===== src/hw/ising_pkg.sv =====
`default_nettype none

package ising_pkg;

    // problem size
    localparam int DATASPIN = 16;
    localparam int BITJ = 4;
    localparam int BITH = 4;
    localparam int SCALING_BIT = 5;
    localparam int DATAJ = DATASPIN * BITJ;
    localparam int SPINIDX_BIT = $clog2(DATASPIN);

    // arithmetic widths
    localparam int LOCAL_ENERGY_BIT = 16;
    localparam int ENERGY_TOTAL_BIT = 32;

    // register stages per input channel
    localparam int PIPES = 1;

    // weight row, bias and scaling travel as one word
    localparam int WEIGHT_BUS_BIT = DATAJ + BITH + SCALING_BIT;

    // frame sequencer states
    localparam logic [1:0] ST_IDLE = 2'd0;
    localparam logic [1:0] ST_WAIT_SPIN = 2'd1;
    localparam logic [1:0] ST_RUN = 2'd2;
    localparam logic [1:0] ST_DONE = 2'd3;

endpackage

`default_nettype wire


===== src/hw/accumulator.sv =====
`timescale 1ns/1ps
`default_nettype none

module accumulator import ising_pkg::*; (
    input  wire logic                               clk_i,
    input  wire logic                               arst_n_i,
    input  wire logic                               en_i,
    input  wire logic                               clear_i,
    input  wire logic                               valid_i,
    input  wire logic                               last_i,
    input  wire logic signed [LOCAL_ENERGY_BIT-1:0] data_i,
    output logic signed      [ENERGY_TOTAL_BIT-1:0] accum_o,
    output logic                                    overflow_o,
    output logic                                    valid_o
);

    logic signed [ENERGY_TOTAL_BIT-1:0] accum_q;
    logic signed [ENERGY_TOTAL_BIT-1:0] addend;
    logic signed [ENERGY_TOTAL_BIT-1:0] sum;
    logic                               ovf;
    logic                               ovf_q;
    logic                               done_q;

    assign addend = data_i; // sign extension
    assign sum = accum_q + addend;
    // operands agree in sign but the result does not
    assign ovf = (accum_q[ENERGY_TOTAL_BIT-1] == addend[ENERGY_TOTAL_BIT-1])
              && (sum[ENERGY_TOTAL_BIT-1] != accum_q[ENERGY_TOTAL_BIT-1]);

    always_ff @(posedge clk_i or negedge arst_n_i) begin
        if (!arst_n_i) begin
            accum_q <= '0;
            ovf_q <= 1'b0;
            done_q <= 1'b0;
        end else if (en_i) begin
            if (clear_i) begin
                accum_q <= '0;
                ovf_q <= 1'b0;
                done_q <= 1'b0;
            end else if (valid_i) begin
                accum_q <= sum;
                ovf_q <= ovf_q || ovf; // sticky until clear
                done_q <= last_i;
            end else begin
                done_q <= 1'b0;
            end
        end
    end

    assign accum_o = accum_q;
    assign overflow_o = ovf_q;
    assign valid_o = done_q;

endmodule

`default_nettype wire


===== src/hw/bp_pipe.sv =====
`timescale 1ns/1ps
`default_nettype none

module bp_pipe #(
    parameter int DATAW = 8,
    parameter int PIPES = 1
) (
    input  wire logic             clk_i,
    input  wire logic             arst_n_i,
    input  wire logic [DATAW-1:0] data_i,
    input  wire logic             valid_i,
    output logic                  ready_o,
    output logic      [DATAW-1:0] data_o,
    output logic                  valid_o,
    input  wire logic             ready_i
);

    // index 0 is the upstream side, index PIPES the downstream side
    wire [PIPES:0] vld;
    wire [PIPES:0] rdy;
    wire [DATAW-1:0] dat [PIPES+1];

    assign vld[0] = valid_i;
    assign dat[0] = data_i;
    assign rdy[PIPES] = ready_i;

    for (genvar k = 0; k < PIPES; k++) begin : g_stage
        logic             v_q;
        logic [DATAW-1:0] d_q;

        // stage takes new data when empty or when it drains this cycle
        assign rdy[k] = !v_q || rdy[k+1];

        always_ff @(posedge clk_i or negedge arst_n_i) begin
            if (!arst_n_i) begin
                v_q <= 1'b0;
            end else if (rdy[k]) begin
                v_q <= vld[k];
            end
        end

        always_ff @(posedge clk_i) begin
            if (rdy[k] && vld[k]) begin
                d_q <= dat[k];
            end
        end

        assign vld[k+1] = v_q;
        assign dat[k+1] = d_q;
    end

    assign ready_o = rdy[0];
    assign valid_o = vld[PIPES];
    assign data_o = dat[PIPES];

endmodule

`default_nettype wire


===== src/hw/counter_ctrl.sv =====
`timescale 1ns/1ps
`default_nettype none

module counter_ctrl import ising_pkg::*; (
    input  wire logic                   clk_i,
    input  wire logic                   arst_n_i,
    input  wire logic                   en_i,
    input  wire logic                   config_valid_i,
    input  wire logic                   config_ready_i,
    input  wire logic [SPINIDX_BIT-1:0] config_counter_i,
    input  wire logic                   recount_en_i,
    input  wire logic                   step_en_i,
    output logic      [SPINIDX_BIT-1:0] q_o,
    output logic                        counter_ready_o,
    output logic                        last_o
);

    logic [SPINIDX_BIT-1:0] last_idx_q; // index of the final row in a frame
    logic [SPINIDX_BIT-1:0] q_q;
    logic                   busy_q;

    always_ff @(posedge clk_i or negedge arst_n_i) begin
        if (!arst_n_i) begin
            last_idx_q <= '0;
            q_q <= '0;
            busy_q <= 1'b0;
        end else if (en_i) begin
            if (config_valid_i && config_ready_i) begin
                last_idx_q <= config_counter_i;
            end
            if (recount_en_i) begin
                q_q <= '0;
                busy_q <= 1'b1;
            end else if (step_en_i) begin
                q_q <= q_q + 1'b1; // wraps after the top index
                if (q_q == last_idx_q) busy_q <= 1'b0;
            end
        end
    end

    assign q_o = q_q;
    assign counter_ready_o = busy_q;
    assign last_o = busy_q && (q_q == last_idx_q); // current row closes the frame

endmodule

`default_nettype wire


===== src/hw/energy_monitor.sv =====
`timescale 1ns/1ps
`default_nettype none

module energy_monitor import ising_pkg::*; (
    input  wire logic                               clk_i,
    input  wire logic                               arst_n_i,
    input  wire logic                               en_i,

    input  wire logic                               config_valid_i,
    input  wire logic        [SPINIDX_BIT-1:0]      config_counter_i,
    output logic                                    config_ready_o,

    input  wire logic                               spin_valid_i,
    input  wire logic        [DATASPIN-1:0]         spin_i,
    output logic                                    spin_ready_o,

    input  wire logic                               weight_valid_i,
    input  wire logic        [DATAJ-1:0]            weight_i,
    input  wire logic signed [BITH-1:0]             hbias_i,
    input  wire logic        [SCALING_BIT-1:0]      hscaling_i,
    output logic                                    weight_ready_o,

    output logic                                    energy_valid_o,
    output logic signed      [ENERGY_TOTAL_BIT-1:0] energy_o,
    input  wire logic                               energy_ready_i,

    input  wire logic                               debug_en_i,
    output logic                                    accum_overflow_o
);

    // pipe outputs
    logic                      config_valid_p;
    logic [SPINIDX_BIT-1:0]    config_counter_p;
    logic                      config_ready_p;
    logic                      spin_valid_p;
    logic [DATASPIN-1:0]       spin_p;
    logic                      spin_ready_p;
    logic                      weight_valid_p;
    logic [WEIGHT_BUS_BIT-1:0] weight_bus_p;
    logic                      weight_ready_p;

    logic [DATAJ-1:0]       weight_p;
    logic signed [BITH-1:0] hbias_p;
    logic [SCALING_BIT-1:0] hscaling_p;

    logic                               spin_hs;
    logic                               weight_hs;
    logic                               energy_hs;
    logic [SPINIDX_BIT-1:0]             counter_q;
    logic                               counter_ready;
    logic                               counter_last;
    logic                               cmpt_done;
    logic                               accum_ovf;
    logic signed [LOCAL_ENERGY_BIT-1:0] local_energy;

    assign spin_hs = spin_valid_p && spin_ready_p;
    assign weight_hs = weight_valid_p && weight_ready_p;
    assign energy_hs = energy_valid_o && energy_ready_i;

    assign weight_p = weight_bus_p[WEIGHT_BUS_BIT-1 -: DATAJ];
    assign hbias_p = weight_bus_p[SCALING_BIT +: BITH];
    assign hscaling_p = weight_bus_p[SCALING_BIT-1:0];

    bp_pipe #(.DATAW(SPINIDX_BIT), .PIPES(PIPES)) u_pipe_config (
        .clk_i    (clk_i),
        .arst_n_i (arst_n_i),
        .data_i   (config_counter_i),
        .valid_i  (config_valid_i),
        .ready_o  (config_ready_o),
        .data_o   (config_counter_p),
        .valid_o  (config_valid_p),
        .ready_i  (config_ready_p)
    );

    bp_pipe #(.DATAW(DATASPIN), .PIPES(PIPES)) u_pipe_spin (
        .clk_i    (clk_i),
        .arst_n_i (arst_n_i),
        .data_i   (spin_i),
        .valid_i  (spin_valid_i),
        .ready_o  (spin_ready_o),
        .data_o   (spin_p),
        .valid_o  (spin_valid_p),
        .ready_i  (spin_ready_p)
    );

    bp_pipe #(.DATAW(WEIGHT_BUS_BIT), .PIPES(PIPES)) u_pipe_weight (
        .clk_i    (clk_i),
        .arst_n_i (arst_n_i),
        .data_i   ({weight_i, hbias_i, hscaling_i}),
        .valid_i  (weight_valid_i),
        .ready_o  (weight_ready_o),
        .data_o   (weight_bus_p),
        .valid_o  (weight_valid_p),
        .ready_i  (weight_ready_p)
    );

    logic_ctrl u_logic_ctrl (
        .clk_i           (clk_i),
        .arst_n_i        (arst_n_i),
        .en_i            (en_i),
        .config_valid_i  (config_valid_p),
        .config_ready_o  (config_ready_p),
        .spin_valid_i    (spin_valid_p),
        .spin_ready_o    (spin_ready_p),
        .weight_valid_i  (weight_valid_p),
        .weight_ready_o  (weight_ready_p),
        .counter_ready_i (counter_ready),
        .cmpt_done_i     (cmpt_done),
        .energy_valid_o  (energy_valid_o),
        .energy_ready_i  (energy_ready_i)
    );

    counter_ctrl u_counter_ctrl (
        .clk_i            (clk_i),
        .arst_n_i         (arst_n_i),
        .en_i             (en_i),
        .config_valid_i   (config_valid_p),
        .config_ready_i   (config_ready_p),
        .config_counter_i (config_counter_p),
        .recount_en_i     (spin_hs),
        .step_en_i        (weight_hs),
        .q_o              (counter_q),
        .counter_ready_o  (counter_ready),
        .last_o           (counter_last)
    );

    partial_energy_calc u_partial_energy_calc (
        .clk_i       (clk_i),
        .arst_n_i    (arst_n_i),
        .en_i        (en_i),
        .spin_load_i (spin_hs),
        .spin_i      (spin_p),
        .idx_i       (counter_q),
        .weight_i    (weight_p),
        .hbias_i     (hbias_p),
        .hscaling_i  (hscaling_p),
        .energy_o    (local_energy)
    );

    accumulator u_accumulator (
        .clk_i      (clk_i),
        .arst_n_i   (arst_n_i),
        .en_i       (en_i),
        .clear_i    (energy_hs), // accepted result starts a fresh sum
        .valid_i    (weight_hs),
        .last_i     (counter_last),
        .data_i     (local_energy),
        .accum_o    (energy_o),
        .overflow_o (accum_ovf),
        .valid_o    (cmpt_done)
    );

    assign accum_overflow_o = accum_ovf && debug_en_i;

endmodule

`default_nettype wire


===== src/hw/logic_ctrl.sv =====
`timescale 1ns/1ps
`default_nettype none

module logic_ctrl import ising_pkg::*; (
    input  wire logic clk_i,
    input  wire logic arst_n_i,
    input  wire logic en_i,
    input  wire logic config_valid_i,
    output logic      config_ready_o,
    input  wire logic spin_valid_i,
    output logic      spin_ready_o,
    input  wire logic weight_valid_i,
    output logic      weight_ready_o,
    input  wire logic counter_ready_i,
    input  wire logic cmpt_done_i,
    output logic      energy_valid_o,
    input  wire logic energy_ready_i
);

    logic [1:0] state_q;
    logic [1:0] state_d;

    // one input channel open at a time, all closed while disabled
    assign config_ready_o = en_i && (state_q == ST_IDLE);
    assign spin_ready_o = en_i && (state_q == ST_WAIT_SPIN);
    assign weight_ready_o = en_i && (state_q == ST_RUN) && counter_ready_i;
    assign energy_valid_o = en_i && (state_q == ST_DONE); // no handshake while frozen

    always_comb begin
        state_d = state_q;
        case (state_q)
            ST_IDLE: begin
                if (config_valid_i && config_ready_o) state_d = ST_WAIT_SPIN;
            end
            ST_WAIT_SPIN: begin
                if (spin_valid_i && spin_ready_o) state_d = ST_RUN;
            end
            ST_RUN: begin
                // weight handshakes are counted outside, wait for the sum
                if (cmpt_done_i) state_d = ST_DONE;
            end
            default: begin
                // config is kept, next frame only needs a spin vector
                if (energy_valid_o && energy_ready_i) state_d = ST_WAIT_SPIN;
            end
        endcase
    end

    always_ff @(posedge clk_i or negedge arst_n_i) begin
        if (!arst_n_i) begin
            state_q <= ST_IDLE;
        end else if (en_i) begin
            state_q <= state_d;
        end
    end

endmodule

`default_nettype wire


===== src/hw/partial_energy_calc.sv =====
`timescale 1ns/1ps
`default_nettype none

module partial_energy_calc import ising_pkg::*; (
    input  wire logic                               clk_i,
    input  wire logic                               arst_n_i,
    input  wire logic                               en_i,
    input  wire logic                               spin_load_i,
    input  wire logic        [DATASPIN-1:0]         spin_i,
    input  wire logic        [SPINIDX_BIT-1:0]      idx_i,
    input  wire logic        [DATAJ-1:0]            weight_i,
    input  wire logic signed [BITH-1:0]             hbias_i,
    input  wire logic        [SCALING_BIT-1:0]      hscaling_i,
    output logic signed      [LOCAL_ENERGY_BIT-1:0] energy_o
);

    logic [DATASPIN-1:0] spin_q;
    logic                cur_spin;

    logic signed [BITJ-1:0]             w;
    logic signed [LOCAL_ENERGY_BIT-1:0] sum_w;
    logic signed [LOCAL_ENERGY_BIT-1:0] h_term;
    logic signed [LOCAL_ENERGY_BIT-1:0] field;

    // spin vector cache, held for the whole frame
    always_ff @(posedge clk_i or negedge arst_n_i) begin
        if (!arst_n_i) begin
            spin_q <= '0;
        end else if (en_i && spin_load_i) begin
            spin_q <= spin_i;
        end
    end

    assign cur_spin = spin_q[idx_i];

    always_comb begin
        sum_w = '0;
        w = '0;
        for (int j = 0; j < DATASPIN; j++) begin
            w = weight_i[j*BITJ +: BITJ];
            // spin bit 0 stands for -1
            if (spin_q[j]) sum_w = sum_w + w;
            else           sum_w = sum_w - w;
        end
    end

    // scaling is unsigned, zero-extend before the signed multiply
    assign h_term = hbias_i * $signed({1'b0, hscaling_i});
    assign field = sum_w + h_term;
    assign energy_o = cur_spin ? field : -field;

endmodule

`default_nettype wire


===== config.mk =====
export PLATFORM = sky130hd
export DESIGN_NAME = energy_monitor
export DESIGN_NICKNAME = d
export VERILOG_FILES = /design/src/hw/ising_pkg.sv /design/src/hw/accumulator.sv /design/src/hw/bp_pipe.sv /design/src/hw/counter_ctrl.sv /design/src/hw/energy_monitor.sv /design/src/hw/logic_ctrl.sv /design/src/hw/partial_energy_calc.sv
export SDC_FILE = /design/constraint.sdc
export NUM_CORES = 1
export LEC_CHECK = 0
export ABC_AREA = 1
export BUFFER_PORTS_ARGS = -buffer_cell sky130_fd_sc_hd__buf_2
export CAP_MARGIN = 10
export CORE_UTILIZATION = 60
export DETAILED_ROUTE_END_ITERATION = 10
export PLACE_DENSITY = 0.83
export SETUP_SLACK_MARGIN = 0.05
export SLEW_MARGIN = 10
export SYNTH_ARGS = -nofsm -noshare
export SYNTH_HDL_FRONTEND = slang
export SYNTH_SLANG_ARGS = --single-unit
export TNS_END_PERCENT = 50

===== constraint.sdc =====
create_clock -name clk_i -period 36.8 [get_ports clk_i]
set_clock_uncertainty 0.1 [all_clocks]
set_input_delay 7.36 -clock clk_i [delete_from_list [all_inputs] [get_ports clk_i]]
set_output_delay 7.36 -clock clk_i [all_outputs]
set_load 0.01 [all_outputs]

* Yosys cells after proc, flatten, opt, wreduce, memory -nomap -nowiden
Index checks and enable logic that the tools add are counted.
** Cells by class
- Magnitude comparators :: 1
- Mux-type cells :: 35
- Multiply operators :: 1
- $add $sub $neg :: 35
- Reductions and logical operators :: 33
- Eq/ne operators :: 9
** Operator list (count)
- $mux W16 :: 17
- $add A16 B4 Y16 :: 15
- $sub A16 B4 Y16 :: 15
- $mux W32 :: 2
- $add A32 B16 Y32 :: 1
- $add A16 B16 Y16 :: 1
- $logic_and A1 B1 Y1 :: 16
- $neg A16 Y16 :: 1
- $mul A4 B6 Y10 :: 1
- $mux W1 :: 8
- $mux W2 :: 4
- $mux W4 :: 2
- $ne A2 B1 Y1 const B :: 3
- $pmux W2 S3 :: 1
- $reduce_and A2 Y1 :: 3
- $reduce_bool A2 Y1 :: 3
- $lt A4 B5 Y1 const B :: 1
- $reduce_and A5 Y1 :: 1
- $sub A1 B4 Y5 const A :: 1
- $add A4 B1 Y4 const B :: 1
- $bmux W1 S4 :: 1
- $eq A2 B2 Y1 const B :: 2
- $eq A4 B4 Y1 :: 1
- $logic_or A1 B1 Y1 :: 4
- other kinds (7) :: 9
** Storage, ports and cells
- Output and inout bits :: 37
- Flip-flop bits (word level) :: 157
- Logic and storage cells :: 128

* Depth between registers and ports, before layout
Gate-level depths: netlist of run 1.
- Word-level depth :: 41
- Depth in mapped cells :: 112
- Gate-level depth less buffers :: 112

* Hierarchy
A second synthesis of run 1 with hierarchy kept.
** Second synthesis, totals
- Cell total of the unflattened synthesis :: 3122
- Area, all modules :: 21774.6 µm²
** By module, submodules not included
- partial_energy_calc :: seq. area each 400.4 µm², instances 1, cells an instance 2386, area each 14856.7 µm²
- accumulator :: seq. area each 850.8 µm², instances 1, cells an instance 519, area each 3269.4 µm²
- bp_pipe (u_pipe_weight) :: seq. area each 2217.1 µm², instances 1, cells an instance 79, area each 2237.1 µm²
- bp_pipe (u_pipe_spin) :: seq. area each 505.5 µm², instances 1, cells an instance 22, area each 525.5 µm²
- counter_ctrl :: seq. area each 225.2 µm², instances 1, cells an instance 61, area each 466.7 µm²
- logic_ctrl :: seq. area each 50.0 µm², instances 1, cells an instance 37, area each 224.0 µm²
- bp_pipe (u_pipe_config) :: seq. area each 145.1 µm², instances 1, cells an instance 10, area each 165.2 µm²
- energy_monitor :: seq. area each 0.0 µm², instances 1, cells an instance 8, area each 30.0 µm²

* Least setup slack after synthesis of run 1
Ideal clock, no wire load.
- Path type :: input to output
- Start :: input port en_i
- End :: output port weight_ready_o
- Arrival time :: 7.784 ns
- Path buffers :: 0
- Stages :: 4
- Setup slack :: 21.556 ns
- Required time :: 29.340 ns
- Cell sequence :: inv_1 > nor3_1 > inv_1 > nand2_1
** Between the ends
- Word-level cells in the longest chain between the ends :: 3
** RTL lines
- start: declaration :: line energy_monitor.sv:7 : input wire logic en_i,
- $logic_and A1 B1 Y1 (2 in a row) :: line logic_ctrl.sv:26 : assign weight_ready_o = en_i && (state_q == ST_RUN) && counter_ready_i;
- $logic_or A1 B1 Y1 :: line bp_pipe.sv:32 : assign rdy[k] = !v_q || rdy[k+1];
- end: declaration :: line energy_monitor.sv:21 : output logic weight_ready_o,
Every way passes these cells.

* Final worst setup path of run 1
- Start :: register u_partial_energy_calc.spin_q[1]
- End :: register u_accumulator.ovf_q (netlist: u_accumulator.overflow_o)
** Between the ends
- Word-level cells in the longest chain between the ends :: 38
- Elaborated cells on any way between the ends :: 55
- Classes of those cells :: 31 x add/sub; 2 x eq/ne; 20 x mux; 2 x reduce/logical
** RTL lines
- start: declaration :: line partial_energy_calc.sv:17 : logic [DATASPIN-1:0] spin_q;
- start signal: assignment :: line partial_energy_calc.sv:30 : spin_q <= spin_i;
- $mux W16 :: line partial_energy_calc.sv:42 : if (spin_q[j]) sum_w = sum_w + w;
- $sub A16 B4 Y16 or $add A16 B4 Y16 (tied branches) :: line partial_energy_calc.sv:43, partial_energy_calc.sv:42
- $mux W16 :: line partial_energy_calc.sv:42
- $sub A16 B4 Y16 or $add A16 B4 Y16 (tied branches) :: line partial_energy_calc.sv:43, partial_energy_calc.sv:42
- $mux W16 :: line partial_energy_calc.sv:42
- $sub A16 B4 Y16 or $add A16 B4 Y16 (tied branches) :: line partial_energy_calc.sv:43, partial_energy_calc.sv:42
- $mux W16 :: line partial_energy_calc.sv:42
- $sub A16 B4 Y16 or $add A16 B4 Y16 (tied branches) :: line partial_energy_calc.sv:43, partial_energy_calc.sv:42
- (+22 left out)
- $neg A16 Y16 :: line partial_energy_calc.sv:50 : assign energy_o = cur_spin ? field : -field;
- $mux W16 * :: line partial_energy_calc.sv:50
- $add A32 B16 Y32 :: line accumulator.sv:25 : assign sum = accum_q + addend;
- $ne A1 B1 Y1 :: line accumulator.sv:28 : && (sum[ENERGY_TOTAL_BIT-1] != accum_q[ENERGY_TOTAL_BIT-1]);
- $logic_and A1 B1 Y1 * :: line accumulator.sv:28
- $logic_or A1 B1 Y1 * :: line accumulator.sv:42 : ovf_q <= ovf_q || ovf;
- $mux W1 * :: line accumulator.sv:40 : end else if (valid_i) begin
- $mux W1 * :: line accumulator.sv:36 : if (clear_i) begin
- end signal: assignment :: line accumulator.sv:42
- end: declaration :: line accumulator.sv:21 : logic ovf_q;
Every way passes the cells marked *; elsewhere a longest branch is shown, timed or not. The select of a mux whose other input is x is not followed.
A chain may end at the register's enable or synchronous reset.

==> run metrics, run 1 <==
Initial DRC Count about 1.0k; Startpoint Class register; Die X-Extent between 150 and 200 µm; EDFF count, synth 93; register area 4390 µm²; crit path from u_partial_energy_calc.spin_q[1]$_DFFE_PN0P_; Layout Utilization 66.9%; total negative slack 0 ns; CP endpoint kind register; Post-CTS Setup Bufs 0; Skew-Pair Late Insertion Delay 0.47 ns; Hold-fix buffers, CTS 0; Req. time, crit path roughly 37 ns; Max Fanout on Critical Path 18; GR Overflow Total 0; CP max-delay cell fa_1; Fillers roughly 3k; DR WL met2 24,700 µm; max-cap violations 0; routability cong. 0.955; Multi-input gate area between 10,000 and 15,000 µm²; dpl ws 19.79 ns; Setup CP Type register to register; initial antenna violation count 1; die area 35,500 µm²; vias in the first global route 18.6k; Min-Delay Startpoint u_pipe_spin.data_o[6]$_DFFE_PP_; sequential area share after synthesis 21.1%; post-synthesis register bit count between 150 and 200; share of cells above drive strength 1 a little under 7%; f_max 57.8 MHz; std cell rows 67; Critical Path AT ~18 ns; Period minus WS final 17.30 ns; final hold viol count 0; via count 19.4k; first-pass GRT wire length 83,800 µm; Starting Density 61.6%; Avg Cell Area, Syn slightly above 7 µm²; Synth top cells by count inv_1, nand2_1, ha_1, a21oi_1, nor2_1; Worst path most repeated cell nand2_1; Routed WL roughly 51,000 µm; ys async rst share 40.8%; IO Port Bufs 137; slowest stage delay, CP 0.59 ns; Mapped Nets 3,371; reg2reg start u_partial_energy_calc.spin_q[1]$_DFFE_PN0P_; drc violations 0; Yosys top cell by area ha_1; total global routing track utilization 28.8%; IO Pins 138; Max H-tree Level 4; Post-Syn Instances 2,892; Yosys cell types 51; CTS buffer count 17; Final Setup Violations 0; Post-CTS Resized 0; Routed Antenna Nets 0; RSZ-0062 raised after global routing no; max-slew headroom at the worst pin 25.6%; DRT Pass-1 Iters 6; final period utilization 47.0%; met3 wire len 2560 µm; Top Layer Used met5; clk root buf clkbuf_16; Worst-Margin Slew 1.11 ns; HPWL Detailed 41,400 µm; top-count cell post-synth inv_1; Die Span Y around 190 µm; Yosys Warn Count 0; post-synth top area share 21.2%; clock tree buffer depth 2; clock-pin transition on the worst setup and hold timing paths 0.07 ns; run status finished, final reports clean; final setup margin between 15 and 20 ns; Max Slew Vio Count 0; clk sink count 157; area delta synth->final 8.65%; Synth Cell Area 20,900 µm²; TritonCTS clock tree done; Hold Path Class register to register; Final #Nets ~3.5k; Core ar. around 34,000 µm²; M1 WL 22,600 µm; per-cell routed wire length 14.6 µm; largest net degree at the start of global routing 48; Area contributors post-synth ha_1, edfxtp_1, inv_1; top_reg_cell synth edfxtp_1; via/cell ratio 5.54
area by class of cell:
type,instances,area share [%]
antenna,1,0.0110
clock buffer,23,2.18
clock inverter,9,0.370
inverter,544,9.01
multi-input combinational,2176,63.4
sequential,157,19.4
tap,448,2.47
timing repair buffer,142,3.19
worst max-delay path: cells and delay by family (launching register included):
kind                       cells  cell delay [ns]
adders and majority gates     17             6.51
AOI/OAI and AO/OA             18             4.11
and+or+nand+nor               30             2.95
xor gates and xnor gates      12             1.88
buffers and inverters         14             1.27
DFF                            1             0.41
kinds of logic (layout without fill, tap and decap cells):
group,count (synthesis),after routing,synth area share (%)
XOR/XNOR,239,239,10.2
other,0,1,0
AND/OR/NAND/NOR,965,965,19.1
flip-flops,157,157,21.1
buffers and inverters,559,718,10.2
AO/OA/AOI/OAI,592,592,15.9
multiplexers,2,2,0.108
adder cells (fa/ha/maj),378,378,23.5
placed cells by master (no fill, tap or decap), drive strengths merged, types with 45 or more instances in the layout:
| cell | instances |
|---|---|
| xnor2 | 51 |
| nand3 | 135 |
| nor2 | 238 |
| buf | 142 |
| inv | 540 |
| ha | 354 |
| xor2 | 187 |
| a21oi | 295 |
| o21bai | 45 |
| edfxtp | 93 |
| dfrtp | 64 |
| nand2 | 522 |
| o21ai | 167 |
per-layer routing:
metal / vias to the layer above / global-route usage [%]
li1: 9853 / -
met1: 8949 / 35.4
met2: 500 / 52.4
met3: 88 / 3.50
met4: 2 / 8.16
met5: - / 0
registers in the layout, indices dropped and copies added, names as in the netlist:
name	cells
u_accumulator.valid_o	1
u_pipe_config.data_o	4
u_pipe_spin.valid_o	1
u_partial_energy_calc.spin_q	16
u_counter_ctrl.q_o	4
u_counter_ctrl.last_idx_q	4
u_pipe_weight.data_o	73
u_pipe_weight.valid_o	1
u_accumulator.accum_o	32
u_logic_ctrl.state_q	2
u_pipe_config.valid_o	1
u_accumulator.overflow_o	1
u_counter_ctrl.counter_ready_o	1
u_pipe_spin.data_o	16
final timing paths:
check                      cells after the start                                           to  slack, ns
max reg2reg                                   91         u_accumulator.overflow_o$_DFFE_PN0P_      19.50
min                                            2  u_partial_energy_calc.spin_q[6]$_DFFE_PN0P_       0.35
min in group asynchronous                      1         u_accumulator.accum_o[6]$_DFFE_PN0P_       6.84
max in group asynchronous                      2  u_partial_energy_calc.spin_q[7]$_DFFE_PN0P_      28.60
min reg2reg                                    2  u_partial_energy_calc.spin_q[6]$_DFFE_PN0P_       0.35
max                                           91         u_accumulator.overflow_o$_DFFE_PN0P_      19.50
per-stage QoR:
step	cell area [µm²]	cells	hold WS (ns)
global route	22700	3499	0.381
global placement	22100	3467	0.336
CTS	22700	3499	0.354
detailed placement	22100	3467	0.345
finish	22700	3500	0.349
floorplan	20900	2892	0.330
Power of run 1 is left out: the tool's default activity adds up to more than one toggle a clock period on the data nets, which glitch-free logic cannot reach.
==> run 2, diff against run 1 <==
- clock period: 36.8 -> 17.5 ns (I/O delays scaled with it)
==> run 2 against run 1 <==
Sequential share of layout area decreased by 0.37 points. Worst hold slack improved by 0.019 ns. Wire length increased by 2.9%. Cell count increased by 0.34%. First-iteration DRC count increased by 24%. Critical path type unchanged.
==> run metrics, run 2 (same netlist as run 1, synthesis figures left out) <==
Initial DRC Count 1,265 (was 1,023); Critical Path AT 16.48 ns (was 17.60 ns); clk sink count 157 (unchanged); total negative slack 0 ns (unchanged); run status finished, final reports clean (unchanged); Skew-Pair Late Insertion Delay 0.47 ns (about the same); DRT Pass-1 Iters 6 (unchanged); routability cong. 0.961 (was 0.955); clk root buf clkbuf_16 (unchanged); Hold Path Class register to register (unchanged); clock-pin transition on the worst setup and hold timing paths 0.08 ns (was 0.07 ns); CP endpoint kind register (unchanged); Worst path most repeated cell nand2_1 (unchanged); Routed WL 52,500 µm (was 51,000 µm); final period utilization 92.7% (was 47.0%); max FFs per register 73 (unchanged); met3 usage 3.28% (was 3.50%); max-cap violations 0 (unchanged); per-cell routed wire length 14.9 µm (was 14.6 µm); most frequent cells in the layout inv_1, nand2_1, ha_1, a21oi_1, nor2_1 (unchanged); Layout Utilization 68.2% (was 66.9%); met1 usage 36.2% (was 35.4%); clock tree buffer depth 2 (unchanged); Startpoint Class register (unchanged); via/cell ratio 5.59 (was 5.54); initial antenna violation count 0 (was 1); register area 4400 µm² (was 4390 µm²); slowest stage delay, CP 0.60 ns (was 0.59 ns); ant diodes 0 (was 1); Period minus WS final 16.23 ns (was 17.30 ns); Routed Antenna Nets 0 (unchanged); share of cells above drive strength 1 9.07% (was 6.82%); post-placement cell count 3,467 (unchanged); f_max 61.6 MHz (was 57.8 MHz); Die X-Extent 188 µm (unchanged); Max Slew Vio Count 0 (unchanged); final hold viol count 0 (unchanged); std cell rows 67 (unchanged); Setup CP Type register to register (unchanged); Die Span Y 188 µm (unchanged); GR Overflow Total 0 (unchanged); Post-Layout Cell Count 3,512 (was 3,500); IO Pins 138 (unchanged); Worst-Margin Slew 1.12 ns (was 1.11 ns); via count 19.6k (was 19.4k); total global routing track utilization 29.3% (was 28.8%); IO Port Bufs 137 (unchanged); Starting Density 61.6% (unchanged); Max Fanout on Critical Path 9 (was 18); TritonCTS clock tree done (unchanged); RSZ-0062 raised after global routing no (unchanged); CP max-delay cell fa_2 (was fa_1); max-slew headroom at the worst pin 25.3% (was 25.6%); busiest layer in global routing met2 (unchanged); first-pass GRT wire length 85,500 µm (was 83,800 µm); commonest non-fill, non-tap cell in the layout inv_1 (unchanged); drc violations 0 (unchanged); HPWL Detailed 41,800 µm (was 41,400 µm); largest net degree at the start of global routing 48 (unchanged); vias in the first global route 19.0k (was 18.6k); Max H-tree Level 4 (unchanged); CTS buffer count 17 (unchanged); Core ar. 33,900 µm² (unchanged); Final Setup Violations 0 (unchanged); M2 GR Usage 52.8% (was 52.4%); die area 35,500 µm² (unchanged); Final #Nets 3,530 (was 3,517); Multi-input gate area 14,700 µm² (was 14,400 µm²); Req. time, crit path 17.75 ns (was 37.10 ns); finished layout cell area 23,100 µm² (was 22,700 µm²); DP Area 22,100 µm² (unchanged); Fillers 2,824 (was 2,934); area delta synth->final 10.8% (was 8.65%)
[run 2: changes by cell type in the layout (fill, tap and decap cells not counted), sizes merged, moves of 3 or more]
cell and change:
buf +12, clkbuf -6, inv +5, clkinvlp +3
[run 2: metrics by stage]
step	hold WS (ns)	setup slack (ns)
after floorplan	0.330	2.56
after global placement	0.335	0.840
after detailed placement	0.350	0.420
after CTS	0.367	0.267
after global routing	0.384	0.0165
final	0.368	1.27
[run 2: routing by layer]
layer | wire (µm) | vias to the layer above
met5 | 0 | -
li1 | - | 9891
met3 | 2770 | 108
met4 | 1230 | 0
met1 | 22900 | 9054
met2 | 25600 | 578
[run 2: worst max-delay path: cells and delay by family (launching register included)]
family                   cells  cell delay, ns
flip-flops                   1            0.36
adder cells (fa/ha/maj)     18            6.19
AND/OR/NAND/NOR             30            2.93
AO/OA/AOI/OAI               19            2.89
XOR/XNOR                    13            2.35
buffers and inverters       14            1.25
[run 2: path summary, 6_finish.rpt]
path	start	endpoint	slack (ns)	cells after the start
setup / recovery	u_pipe_weight.data_o[14]$_DFFE_PP_	u_accumulator.overflow_o$_DFFE_PN0P_	1.27	94
hold / removal	u_pipe_spin.data_o[0]$_DFFE_PP_	u_partial_energy_calc.spin_q[0]$_DFFE_PN0P_	0.37	2
setup reg to reg	u_pipe_weight.data_o[14]$_DFFE_PP_	u_accumulator.overflow_o$_DFFE_PN0P_	1.27	94
hold reg to reg	u_pipe_spin.data_o[0]$_DFFE_PP_	u_partial_energy_calc.spin_q[0]$_DFFE_PN0P_	0.37	2
max in group asynchronous	arst_n_i	u_partial_energy_calc.spin_q[1]$_DFFE_PN0P_	13.16	2
min in group asynchronous	arst_n_i	u_accumulator.accum_o[2]$_DFFE_PN0P_	2.98	1
[run 2: layout make-up]
type	instances	share of cell area [%]
clock inverter	15	0.731
clock buffer	17	1.84
multi-input combinational	2177	63.6
sequential	157	19.0
inverter	544	8.86
timing repair buffer	154	3.52
tap	448	2.43
[run 2: what timing repair did]
action,CTS,global route
hold buffers,0,0
buffers inserted,0,12
gates resized for setup,0,85
endpoints found under the setup margin,0,18
Power of run 2 is left out for the same reason.
==> run 3, diff against run 2 <==
- SYNTH_HIERARCHICAL: not set -> 1
==> run 3 against run 2 <==
Area after synthesis grew 4.4%. Worst hold slack gained 0.031 ns. Non-clock buffer count is 25 higher. Critical path type unchanged.
==> run metrics, run 3 <==
CP endpoint kind register (unchanged); Worst path most repeated cell nand2_1 (unchanged); Die Span Y 193 µm (was 188 µm); Routed WL 59,200 µm (was 52,500 µm); Multi-input gate area 16,300 µm² (was 14,700 µm²); xor and xnor area share after synthesis 8.83% (was 10.2%); Synth Cell Area 21,800 µm² (was 20,900 µm²); Hold Path Class register to register (unchanged); Skew-Pair Late Insertion Delay 0.47 ns (about the same); Initial DRC Count 1,558 (was 1,265); Adder-Cell Fraction of Synth Area 23.2% (was 23.5%); IO Pins 138 (unchanged); std cell rows 69 (was 67); register area 4390 µm² (was 4400 µm²); post-synthesis register bit count 157 (unchanged); HPWL Detailed 45,400 µm (was 41,800 µm); Area contributors post-synth ha_1, edfxtp_1, nand2_1 (was ha_1, edfxtp_1, inv_1); Synth top cells by count nand2_1, inv_1, ha_1, a21oi_1, nor2_1 (was inv_1, nand2_1, ha_1, a21oi_1, nor2_1); TritonCTS clock tree done (unchanged); Req. time, crit path 17.76 ns (was 17.75 ns); final hold viol count 0 (unchanged); DRT Pass-1 Iters 6 (unchanged); Routed Antenna Nets 0 (unchanged); Yosys cell types 59 (was 51); max FFs per register 73 (unchanged); CP max-delay cell edfxtp_1 (was fa_2); Synth Area in Compound Gates 14.7% (was 15.9%); Setup CP Type register to register (unchanged); vias in the first global route 20.0k (was 19.0k); top_reg_cell synth edfxtp_1 (unchanged); post-synth top area share 20.5% (was 21.2%); Max H-tree Level 4 (unchanged); Yosys Warn Count 6 (was 0); Critical Path AT 16.98 ns (was 16.48 ns); max-slew headroom at the worst pin 24.6% (was 25.3%); clk sink count 157 (unchanged); Max Fanout on Critical Path 9 (unchanged); run status finished, final reports clean (unchanged); most frequent cells in the layout nand2_1, inv_1, ha_1, a21oi_1, nor2_1 (was inv_1, nand2_1, ha_1, a21oi_1, nor2_1); Fillers 2,886 (was 2,824); CTS buffer count 17 (unchanged); via/cell ratio 5.65 (was 5.59); f_max 59.8 MHz (was 61.6 MHz); Avg Cell Area, Syn 6.97 µm² (was 7.21 µm²); post-placement cell count 3,713 (was 3,467); initial antenna violation count 0 (unchanged); final hold slack 0.399 ns (was 0.368 ns); die area 37,100 µm² (was 35,500 µm²); drc violations 0 (unchanged); Starting Density 61.1% (was 61.6%); ys async rst share 40.8% (unchanged); main combinational cell family by area after synthesis simple AND/OR/NAND/NOR gates (was adder cells); Final #Nets 3,793 (was 3,530); share of cells above drive strength 1 13.3% (was 9.07%); Post-Syn Instances 3,122 (was 2,892); Period minus WS final 16.73 ns (was 16.23 ns); max-cap violations 0 (unchanged); clk root buf clkbuf_16 (unchanged); mux share of post-synthesis cell area 0% (was 0.108%); first-pass GRT wire length 90,800 µm (was 85,500 µm); total negative slack 0 ns (unchanged); sequential area share after synthesis 20.2% (was 21.1%); Max Slew Vio Count 0 (unchanged); ant diodes 0 (unchanged); RSZ-0062 raised after global routing yes (was no); clock-pin transition on the worst setup and hold timing paths 0.08 ns (about the same); fraction of the mapped netlist area in simple logic gates 23.3% (was 19.1%); Core ar. 35,700 µm² (was 33,900 µm²); via count 21.4k (was 19.6k); per-cell routed wire length 15.7 µm (was 14.9 µm); GR Overflow Total 0 (unchanged); clock tree buffer depth 2 (unchanged); slowest stage delay, CP 0.41 ns (was 0.60 ns); area delta synth->final 14.6% (was 10.8%); Final Setup Violations 0 (unchanged); routability cong. 0.953 (was 0.961); top-count cell post-synth nand2_1 (was inv_1); Startpoint Class register (unchanged); IO Port Bufs 137 (unchanged); final period utilization 95.6% (was 92.7%); Die X-Extent 193 µm (was 188 µm); commonest non-fill, non-tap cell in the layout nand2_1 (was inv_1); Yosys top cell by area ha_1 (unchanged); Mapped Nets 3,609 (was 3,371); Post-Layout Cell Count 3,780 (was 3,512); EDFF count, synth 93 (unchanged); total global routing track utilization 30.4% (was 29.3%); Worst-Margin Slew 1.13 ns (was 1.12 ns); largest net degree at the start of global routing 65 (was 48)
==> run 3: logic make-up (layout without fill, tap and decap cells) <==
family	after synthesis	after routing
AO/OA/AOI/OAI	569	569
adder cells (fa/ha/maj)	386	386
XOR/XNOR	218	218
AND/OR/NAND/NOR	1233	1233
buffers and inverters	559	756
flip-flops	157	157
==> run 3: cell type report <==
class	count	share of cell area [%]
tap	461	2.31
sequential	157	17.6
inverter	545	8.22
clock buffer	18	1.72
clock inverter	14	0.531
multi-input combinational	2406	65.5
timing repair buffer	179	4.14
==> run 3: per-layer routing <==
metal / vias up / global-route usage, % / wire, µm
met5: - / 0 / 0
met3: 155 / 3.51 / 2770
met1: 9869 / 37.4 / 25100
met4: 0 / 12.5 / 2140
li1: 10600 / - / -
met2: 688 / 53.6 / 29200
==> run 3: critical path: cells and delay by family, from the launching register on <==
| family | cells | cell delay, ns |
|---|---|---|
| adder cells (fa/ha/maj) | 20 | 6.22 |
| AND/OR/NAND/NOR | 38 | 4.03 |
| XOR/XNOR | 14 | 2.26 |
| buffers and inverters | 22 | 2.13 |
| AO/OA/AOI/OAI | 10 | 1.45 |
| flip-flops | 1 | 0.41 |
==> run 3: worst paths after layout <==
| check | from | end | slack (ns) | cells past startpoint |
|---|---|---|---|---|
| setup / recovery | u_pipe_weight/data_o[13]$_DFFE_PP_ | u_accumulator/accum_o[27]$_DFFE_PN0P_ | 0.77 | 104 |
| min in group asynchronous | arst_n_i | u_accumulator/accum_o[27]$_DFFE_PN0P_ | 3.09 | 1 |
| max in group asynchronous | arst_n_i | u_partial_energy_calc/spin_q[10]$_DFFE_PN0P_ | 13.57 | 1 |
| hold reg to reg | u_pipe_spin/data_o[4]$_DFFE_PP_ | u_partial_energy_calc/spin_q[4]$_DFFE_PN0P_ | 0.40 | 2 |
| hold / removal | u_pipe_spin/data_o[4]$_DFFE_PP_ | u_partial_energy_calc/spin_q[4]$_DFFE_PN0P_ | 0.40 | 2 |
| setup reg to reg | u_pipe_weight/data_o[13]$_DFFE_PP_ | u_accumulator/accum_o[27]$_DFFE_PN0P_ | 0.77 | 104 |
==> run 3: through the flow <==
stage / area [µm²] / util (%) / setup slack [ns]
5_1_grt: 25000 / 70.0 / -0.493
3_5_place_dp: 23000 / 64.6 / 0.148
6_report: 25000 / 70.0 / 0.774
3_3_place_gp: 23000 / 64.6 / 0.563
4_1_cts: 23600 / 66.2 / 0.0712
2_1_floorplan: 21800 / - / 1.94
==> run 3: repair_timing <==
action | CTS | global route
endpoints found under the setup margin | 0 | 21
hold buffers | 0 | 0
gates resized for setup | 0 | 218
buffers inserted | 0 | 34
Power of run 3 is left out for the same reason.
